**config.mk**
```make
export PLATFORM = sky130hd
export DESIGN_NAME = flashmem_controller
export DESIGN_NICKNAME = d
export VERILOG_FILES = /design/src/flash_ctrl_pkg.sv /design/src/flashmem_controller.sv
export SDC_FILE = /design/constraint.sdc
export NUM_CORES = 1
export LEC_CHECK = 0
export ABC_AREA = 1
export ABC_CLOCK_PERIOD_IN_PS = 4400
export BUFFER_PORTS_ARGS = -buffer_cell sky130_fd_sc_hd__buf_2
export CORE_MARGIN = 4
export CORE_UTILIZATION = 50
export DETAILED_ROUTE_END_ITERATION = 8
export GPL_ROUTABILITY_DRIVEN = 1
export PLACE_DENSITY = 0.78
export SYNTH_ARGS = -nofsm -noshare
export SYNTH_HDL_FRONTEND = slang
export SYNTH_SLANG_ARGS = --single-unit
```
**constraint.sdc**
```tcl
create_clock -name wb_clk_i -period 4.4 [get_ports wb_clk_i]
set_input_delay 0.22 -clock wb_clk_i [delete_from_list [all_inputs] [get_ports wb_clk_i]]
set_output_delay 0.22 -clock wb_clk_i [all_outputs]
set_load 0.1 [all_outputs]
```
**src/flash_ctrl_pkg.sv**
```systemverilog
package flash_ctrl_pkg;

  // bus and flash geometry
  localparam int WB_DW      = 16;  // wishbone data width
  localparam int WB_AW      = 16;  // wishbone address width
  localparam int FM_AW      = 17;  // flash word address width
  localparam int PAGE_WORDS = 64;  // words per flash page
  localparam int REG_SPACE  = 64;  // first bus address mapped to flash

  // control registers live at bus addresses 0..63
  typedef enum logic [5:0] {
    REG_FLASH_STATUS = 6'd0,  // busy and last transfer status
    REG_PAGE_STATUS  = 6'd1,  // write latches page, read fetches program count
    REG_DIRTY_PAGE   = 6'd2,  // dirty page index or all ones when clean
    REG_DIRTY_SYNC   = 6'd3   // write programs the dirty page back
  } reg_offset_e;

  // bus side FSM
  typedef enum logic {
    WB_IDLE,  // waiting for a new cycle
    WB_WAIT   // flash transfer in flight
  } wb_state_e;

  // flash side FSM
  typedef enum logic [1:0] {
    FM_IDLE,
    FM_READ,     // also used for the page status transfer
    FM_WRITE,
    FM_PROGRAM   // write-back of the dirty page
  } fm_state_e;

  // source of wb_dat_o
  typedef enum logic [1:0] {
    DOUT_FLASH,   // registered flash read data
    DOUT_STATUS,  // busy and status bits
    DOUT_DIRTY,   // dirty page index
    DOUT_ZERO
  } dout_sel_e;

  // status codes returned by the flash macro
  localparam logic [1:0] FM_OK        = 2'b00;
  localparam logic [1:0] FM_RANGE_ERR = 2'b01;  // page index beyond the array

endpackage

```
**src/flashmem_controller.sv**
```systemverilog
`timescale 1ns/10ps

module flashmem_controller import flash_ctrl_pkg::*; (
  input  logic             wb_clk_i,
  input  logic             wb_rst_i,
  input  logic             wb_cyc_i,
  input  logic             wb_stb_i,
  input  logic             wb_we_i,
  input  logic [WB_AW-1:0] wb_adr_i,
  input  logic [WB_DW-1:0] wb_dat_i,
  output logic [WB_DW-1:0] wb_dat_o,
  output logic             wb_ack_o,
  output logic [FM_AW-1:0] fm_addr_o,
  output logic [WB_DW-1:0] fm_wd_o,
  output logic             fm_ren_o,
  output logic             fm_wen_o,
  output logic             fm_program_o,
  output logic             fm_pagestatus_o,
  input  logic [WB_DW-1:0] fm_rd_i,
  input  logic             fm_busy_i,
  input  logic [1:0]       fm_status_i
);

  localparam int WORD_W    = $clog2(PAGE_WORDS);  // word bits within a page
  localparam int PAGE_W    = WB_AW - WORD_W;      // page bits seen from the bus
  localparam int FM_PAGE_W = FM_AW - WORD_W;      // page bits of the flash address
  localparam int OFF_W     = $bits(reg_offset_e);

  // bus decode
  logic              fm_sel;      // address falls in flash space
  logic [WB_AW-1:0]  flash_addr;  // word address inside the flash
  logic [PAGE_W-1:0] page_index;  // page of the current bus access
  reg_offset_e       reg_off;
  logic              wb_take;     // a new cycle is accepted
  logic              status_wr;   // write to the page status register

  // bus FSM
  wb_state_e         wb_state;
  dout_sel_e         dout_sel;
  logic              reg_ack;     // ack for plain register accesses

  // one-cycle requests from the bus FSM to the flash FSM
  logic              req_read;
  logic              req_write;
  logic              req_status;
  logic              req_sync;
  logic              op_done;     // flash transfer finished, acks the bus

  // flash FSM
  fm_state_e         fm_state;
  logic              dirty;         // buffer holds unprogrammed data
  logic [PAGE_W-1:0] buf_index;     // page currently held in the buffer
  logic [FM_PAGE_W-1:0] status_page;  // page picked for the status read
  logic [2:0]        flash_status;  // status of the last transfer
  logic [WB_DW-1:0]  rd_data;
  logic              wait_cycle;    // busy is not valid yet after a strobe
  logic              status_op;     // current read is a page status read
  logic              pend_write;    // after the program continue with a write
  logic              pend_sync;     // program was requested by a sync
  logic              fm_ready;

  assign fm_sel     = (wb_adr_i >= REG_SPACE);
  assign flash_addr = wb_adr_i - WB_AW'(REG_SPACE);
  assign page_index = flash_addr[WB_AW-1:WORD_W];
  assign reg_off    = reg_offset_e'(wb_adr_i[OFF_W-1:0]);
  assign wb_take    = wb_cyc_i & wb_stb_i & ~wb_ack_o;
  assign status_wr  = (wb_state == WB_IDLE) && wb_take && !fm_sel && wb_we_i &&
                      (reg_off == REG_PAGE_STATUS);

  assign wb_ack_o = reg_ack | op_done;
  assign fm_wd_o  = wb_dat_i;  // master holds data for the whole cycle
  assign fm_ready = ~fm_busy_i & ~wait_cycle;

  always_comb begin
    case (dout_sel)
      DOUT_FLASH:  wb_dat_o = rd_data;
      DOUT_STATUS: wb_dat_o = WB_DW'({fm_busy_i, 5'b0, flash_status});  // busy in bit 8
      DOUT_DIRTY:  wb_dat_o = dirty ? WB_DW'(buf_index) : '1;
      default:     wb_dat_o = '0;
    endcase
  end

  // flash address follows the operation in progress
  always_comb begin
    if (fm_state == FM_PROGRAM) begin
      fm_addr_o = FM_AW'({buf_index, {WORD_W{1'b0}}});
    end else if (status_op) begin
      fm_addr_o = {status_page, {WORD_W{1'b0}}};
    end else begin
      fm_addr_o = FM_AW'(flash_addr);
    end
  end

  // bus FSM: register decode and request launch
  always_ff @(posedge wb_clk_i) begin
    reg_ack    <= 1'b0;
    req_read   <= 1'b0;
    req_write  <= 1'b0;
    req_status <= 1'b0;
    req_sync   <= 1'b0;

    if (wb_rst_i) begin
      wb_state <= WB_IDLE;
      dout_sel <= DOUT_ZERO;
    end else begin
      case (wb_state)
        WB_IDLE: begin
          if (wb_take && fm_sel) begin
            req_write <= wb_we_i;
            req_read  <= ~wb_we_i;
            dout_sel  <= DOUT_FLASH;
            wb_state  <= WB_WAIT;
          end else if (wb_take) begin
            case (reg_off)
              REG_FLASH_STATUS: begin
                dout_sel <= DOUT_STATUS;
                reg_ack  <= 1'b1;
              end
              REG_PAGE_STATUS: begin
                if (wb_we_i) begin
                  reg_ack <= 1'b1;  // page latched below
                end else begin
                  dout_sel   <= DOUT_FLASH;
                  req_status <= 1'b1;
                  wb_state   <= WB_WAIT;
                end
              end
              REG_DIRTY_PAGE: begin
                dout_sel <= DOUT_DIRTY;
                reg_ack  <= 1'b1;
              end
              REG_DIRTY_SYNC: begin
                dout_sel <= DOUT_ZERO;
                if (wb_we_i) begin
                  req_sync <= 1'b1;
                  wb_state <= WB_WAIT;
                end else begin
                  reg_ack <= 1'b1;
                end
              end
              default: begin
                dout_sel <= DOUT_ZERO;  // unmapped offsets read zero
                reg_ack  <= 1'b1;
              end
            endcase
          end
        end
        WB_WAIT: begin
          if (op_done) begin
            wb_state <= WB_IDLE;
          end
        end
      endcase
    end
  end

  always_ff @(posedge wb_clk_i) begin
    if (status_wr) begin
      status_page <= wb_dat_i[FM_PAGE_W-1:0];
    end
  end

  always_ff @(posedge wb_clk_i) begin
    if ((fm_state == FM_READ) && fm_ready) begin
      rd_data <= fm_rd_i;
    end
  end

  // flash FSM: sequencing and dirty page tracking
  always_ff @(posedge wb_clk_i) begin
    wait_cycle      <= 1'b0;
    fm_ren_o        <= 1'b0;
    fm_wen_o        <= 1'b0;
    fm_program_o    <= 1'b0;
    fm_pagestatus_o <= 1'b0;
    op_done         <= 1'b0;

    if (wb_rst_i) begin
      fm_state     <= FM_IDLE;
      dirty        <= 1'b0;
      buf_index    <= '0;
      flash_status <= 3'b111;
      status_op    <= 1'b0;
      pend_write   <= 1'b0;
      pend_sync    <= 1'b0;
    end else begin
      case (fm_state)
        FM_IDLE: begin
          wait_cycle <= 1'b1;  // covers the cycle after any strobe issued here
          if (req_status) begin
            status_op       <= 1'b1;
            fm_pagestatus_o <= 1'b1;
            fm_state        <= FM_READ;
          end else if (req_sync) begin
            status_op <= 1'b0;
            if (dirty) begin
              pend_sync    <= 1'b1;
              fm_program_o <= 1'b1;
              fm_state     <= FM_PROGRAM;
            end else begin
              op_done <= 1'b1;  // clean buffer, nothing to write back
            end
          end else if (req_read || req_write) begin
            status_op <= 1'b0;
            if (dirty && (buf_index != page_index)) begin
              // access leaves the dirty page, program it first
              pend_sync    <= 1'b0;
              pend_write   <= req_write;
              fm_program_o <= 1'b1;
              fm_state     <= FM_PROGRAM;
            end else if (req_write) begin
              fm_wen_o <= 1'b1;
              fm_state <= FM_WRITE;
            end else begin
              fm_ren_o <= 1'b1;
              fm_state <= FM_READ;
            end
          end
        end
        FM_PROGRAM: begin
          if (fm_ready) begin
            wait_cycle   <= 1'b1;
            flash_status <= {1'b0, fm_status_i};
            if (fm_status_i == FM_OK) begin
              dirty <= 1'b0;
            end
            if (pend_sync) begin
              op_done  <= 1'b1;
              fm_state <= FM_IDLE;
            end else if (pend_write) begin
              fm_wen_o <= 1'b1;
              fm_state <= FM_WRITE;
            end else begin
              fm_ren_o <= 1'b1;
              fm_state <= FM_READ;
            end
          end
        end
        FM_READ: begin
          if (fm_ready) begin
            flash_status <= {1'b0, fm_status_i};
            op_done      <= 1'b1;
            fm_state     <= FM_IDLE;
            if ((fm_status_i == FM_OK) && !status_op) begin
              buf_index <= page_index;  // read reloads the buffer
            end
          end
        end
        FM_WRITE: begin
          if (fm_ready) begin
            flash_status <= {1'b0, fm_status_i};
            op_done      <= 1'b1;
            fm_state     <= FM_IDLE;
            if (fm_status_i == FM_OK) begin
              dirty     <= 1'b1;
              buf_index <= page_index;
            end
          end
        end
      endcase
    end
  end

endmodule

```
==> flow_metrics.env <==
export IMPL_multi_input_area_um2=1470
export IMPL_yosys_cell_types_count=30
export IMPL_placed_cells=594
export IMPL_grt_use_met3=0.0544
export IMPL_htree_levels=3
export IMPL_clock_sinks=60
export IMPL_slew_viol_final=0
export IMPL_worst_pin_slew_ps=928
export IMPL_setup_viol=0
export IMPL_synthXorXnorAreaFrac=0
export IMPL_viasPerCell=5.26
export IMPL_dieHeight_um=89.5
export IMPL_syn_area_per_cell_um2=7.46
export IMPL_cp_start_kind="register"
export IMPL_async_reset_ff_frac=0
export IMPL_crit_chain="ha_1, clkinv_1, o221ai_1, buf_2"
export IMPL_synth_top_cell_by_area="edfxtp_1"
export IMPL_gp_congestion=0.929
export IMPL_synth_area_um2=3320
export IMPL_grt_pass1_wl_um=14000
export IMPL_synth_compound_area_share=0.118
export IMPL_cap_violations=0
export IMPL_antenna_found_initial=0
export IMPL_powerDensity_nw_per_um2=495
export IMPL_muxShareOfSynthArea=0
export IMPL_drt_iter0_drc=290
export IMPL_dp_hpwl_um=6660
export IMPL_critPathMaxStageDelay_ps=640
export IMPL_io_pins=110
export IMPL_use_met2=0.383
export IMPL_final_util=0.623
export IMPL_syn_num_nets=507
export IMPL_dp_slack_ps=1900
export IMPL_finalPower_mw=1.97
export IMPL_synthToLayoutAreaGrowth_pct=19.9
export IMPL_antenna_cells=0
export IMPL_overflow=0
export IMPL_post_route_min_period_ps=2820
export IMPL_synth_top_family_by_area="simple AND/OR/NAND/NOR gates"
export IMPL_min_path_type="input port to register"
export IMPL_rows=29
export IMPL_crit_path_top_delay_cell="clkinv_1"
export IMPL_fin_nets=590
export IMPL_synth_cells=445
export IMPL_root_buffer="clkbuf_8"
export IMPL_yosysSeqAreaShare=0.443
export IMPL_synth_top_area_frac=0.244
export IMPL_core_um2=6390
export IMPL_grt_pass1_vias=3010
export IMPL_worstPathArrival_ps=2600
export IMPL_yosys_area_share_simple=0.302
export IMPL_io_buffers=99
export IMPL_dr_pass1_iters=5
export IMPL_slew_headroom=0.379
export IMPL_die_area_um2=8010
export IMPL_yosys_top_cells_area="edfxtp_1, dfxtp_1, nand2_1"
export IMPL_ys_warnings_count=0
export IMPL_synth_seq_cells=60
export IMPL_seqCellArea_um2=1470
export IMPL_timing_hold_ws_ps=61.1
export IMPL_clockBufferDepth=2
export IMPL_grt_busiest_layer="met2"
export IMPL_skew_ps=9.32
export IMPL_final_cell_area_um2=3980
export IMPL_rsz0062_at_grt="no"
export IMPL_outcome="finished clean"
export IMPL_drc=0
export IMPL_synth_edf_count=27
export IMPL_cts_resized=0
export IMPL_grt_max_degree=29
export IMPL_drt_wirelength_per_cell_um=14.4
export IMPL_crit_required_ps=4180
export IMPL_synth_flop_cell="dfxtp_1"
export IMPL_fin_setup_tns_ps=0
export IMPL_cts_buffers=9
export IMPL_fill_cells=577
export IMPL_end_kind="output pin"
export IMPL_timing_fmax_mhz=355
export IMPL_path_clk_slew_ps=70
export IMPL_gr_usage_all_layers=0.230
export IMPL_ant_nets=0
export IMPL_postCtsSetupRepairBufs=0
export IMPL_drive_gt1_frac=0.248
export IMPL_cts_hold_fix_buffers=0
export IMPL_synth_adder_area_share=0.0226
export IMPL_ir_worst_vdd_mv=0.298
export IMPL_cts_tree="done"
export IMPL_clk_latency_ps=330
export IMPL_crit_type="register to output pin"
export IMPL_path_max_fanout=28
export IMPL_fin_crit_sh=0.640
export IMPL_layout_setup_ws_ps=1580
export IMPL_die_width_um=89.5
export IMPL_final_cell_count_no_fill=610
export IMPL_start_util=0.520
export IMPL_total_leakage_power_nw=1.92
export IMPL_vias=3206
export IMPL_placed_area_um2=3750
export IMPL_hold_viol=0
export IMPL_grt_util_met1=0.290
export IMPL_drt_wl_total_um=8760
-- worst max-delay path, delay by kind of cell, from the launching register on --
| family | cells | cell delay, ps |
|---|---|---|
| AO/OA/AOI/OAI | 1 | 470 |
| flip-flops | 1 | 390 |
| adder cells (fa/ha/maj) | 1 | 270 |
| buffers and inverters | 2 | 1120 |
-- layer usage --
| metal | share of wire | vias up | wire length [um] |
|---|---|---|---|
| li1 | - | 1616 | - |
| met1 | 0.42 | 1439 | 3680 |
| met2 | 0.48 | 145 | 4180 |
| met3 | 0.095 | 6 | 832 |
| met4 | 0.0089 | 0 | 78 |
| met5 | 0 | - | 0 |
-- synthesized netlist by cell type, types with 2 or more instances --
| library cell | count |
|---|---|
| a21oi_1 | 18 |
| a21oi_2 | 2 |
| buf_4 | 16 |
| clkbuf_1 | 12 |
| clkinv_1 | 2 |
| dfxtp_1 | 33 |
| edfxtp_1 | 27 |
| ha_1 | 6 |
| inv_1 | 55 |
| nand2_1 | 111 |
| nand2_2 | 7 |
| nand3_1 | 46 |
| nand4_1 | 5 |
| nor2_1 | 46 |
| nor2_4 | 3 |
| nor3_1 | 6 |
| nor4_1 | 2 |
| o211ai_1 | 3 |
| o21ai_0 | 24 |
| o21ai_2 | 2 |
| o221ai_1 | 10 |
-- sequential cells by signal (all words and copies together) (netlist names), 2 cells and up --
name / cells
status_page: 11
fm_state: 2
flash_status: 3
dout_sel: 2
rd_data: 16
buf_index: 10
-- placed cells by master (no fill, tap or decap), types with 3 or more instances in the layout --
cell,count
o211ai_1,3
clkbuf_8,10
inv_1,55
dfxtp_1,33
nand2_2,7
edfxtp_1,27
nand4_1,5
ha_1,6
nor2_4,3
nor2_1,46
a21oi_1,18
nand2_1,111
nand3_1,46
buf_2,99
o221ai_1,10
o21ai_0,24
nor3_1,6
clkbuf_16,3
-- path summary, 6_finish.rpt --
kind / from / to / slack, ps / cells past startpoint
max reg2reg: fm_state[0] / fm_state[0] / 2270 / 6
max: fm_state[0] / fm_addr_o[15] / 1580 / 4
min: fm_rd_i[13] / rd_data[13] / 60 / 1
min reg2reg: flash_status[2] / flash_status[2] / 450 / 2
-- area by class of cell --
type,instances,share of cell area
multi-input cells,300,0.369
well taps,77,0.0242
clock inverters,2,0.00251
inverters,57,0.0537
repair buffers,100,0.126
clock buffers,14,0.0544
flip-flops and latches,60,0.370
-- cells by family after synthesis --
logic type,count (synthesis)
AND/OR/NAND/NOR,230
buffers and inverters,85
flip-flops,60
adder cells (fa/ha/maj),6
AO/OA/AOI/OAI,64
-- power breakdown --
part / leakage [nW] / internal, mW / total [mW] / switching (mW)
sequential: 0.512 / 0.641 / 0.675 / 0.0342
combinational: 1.29 / 0.152 / 0.763 / 0.611
clock: 0.118 / 0.321 / 0.532 / 0.211
(Power assumes the default switching activity.)
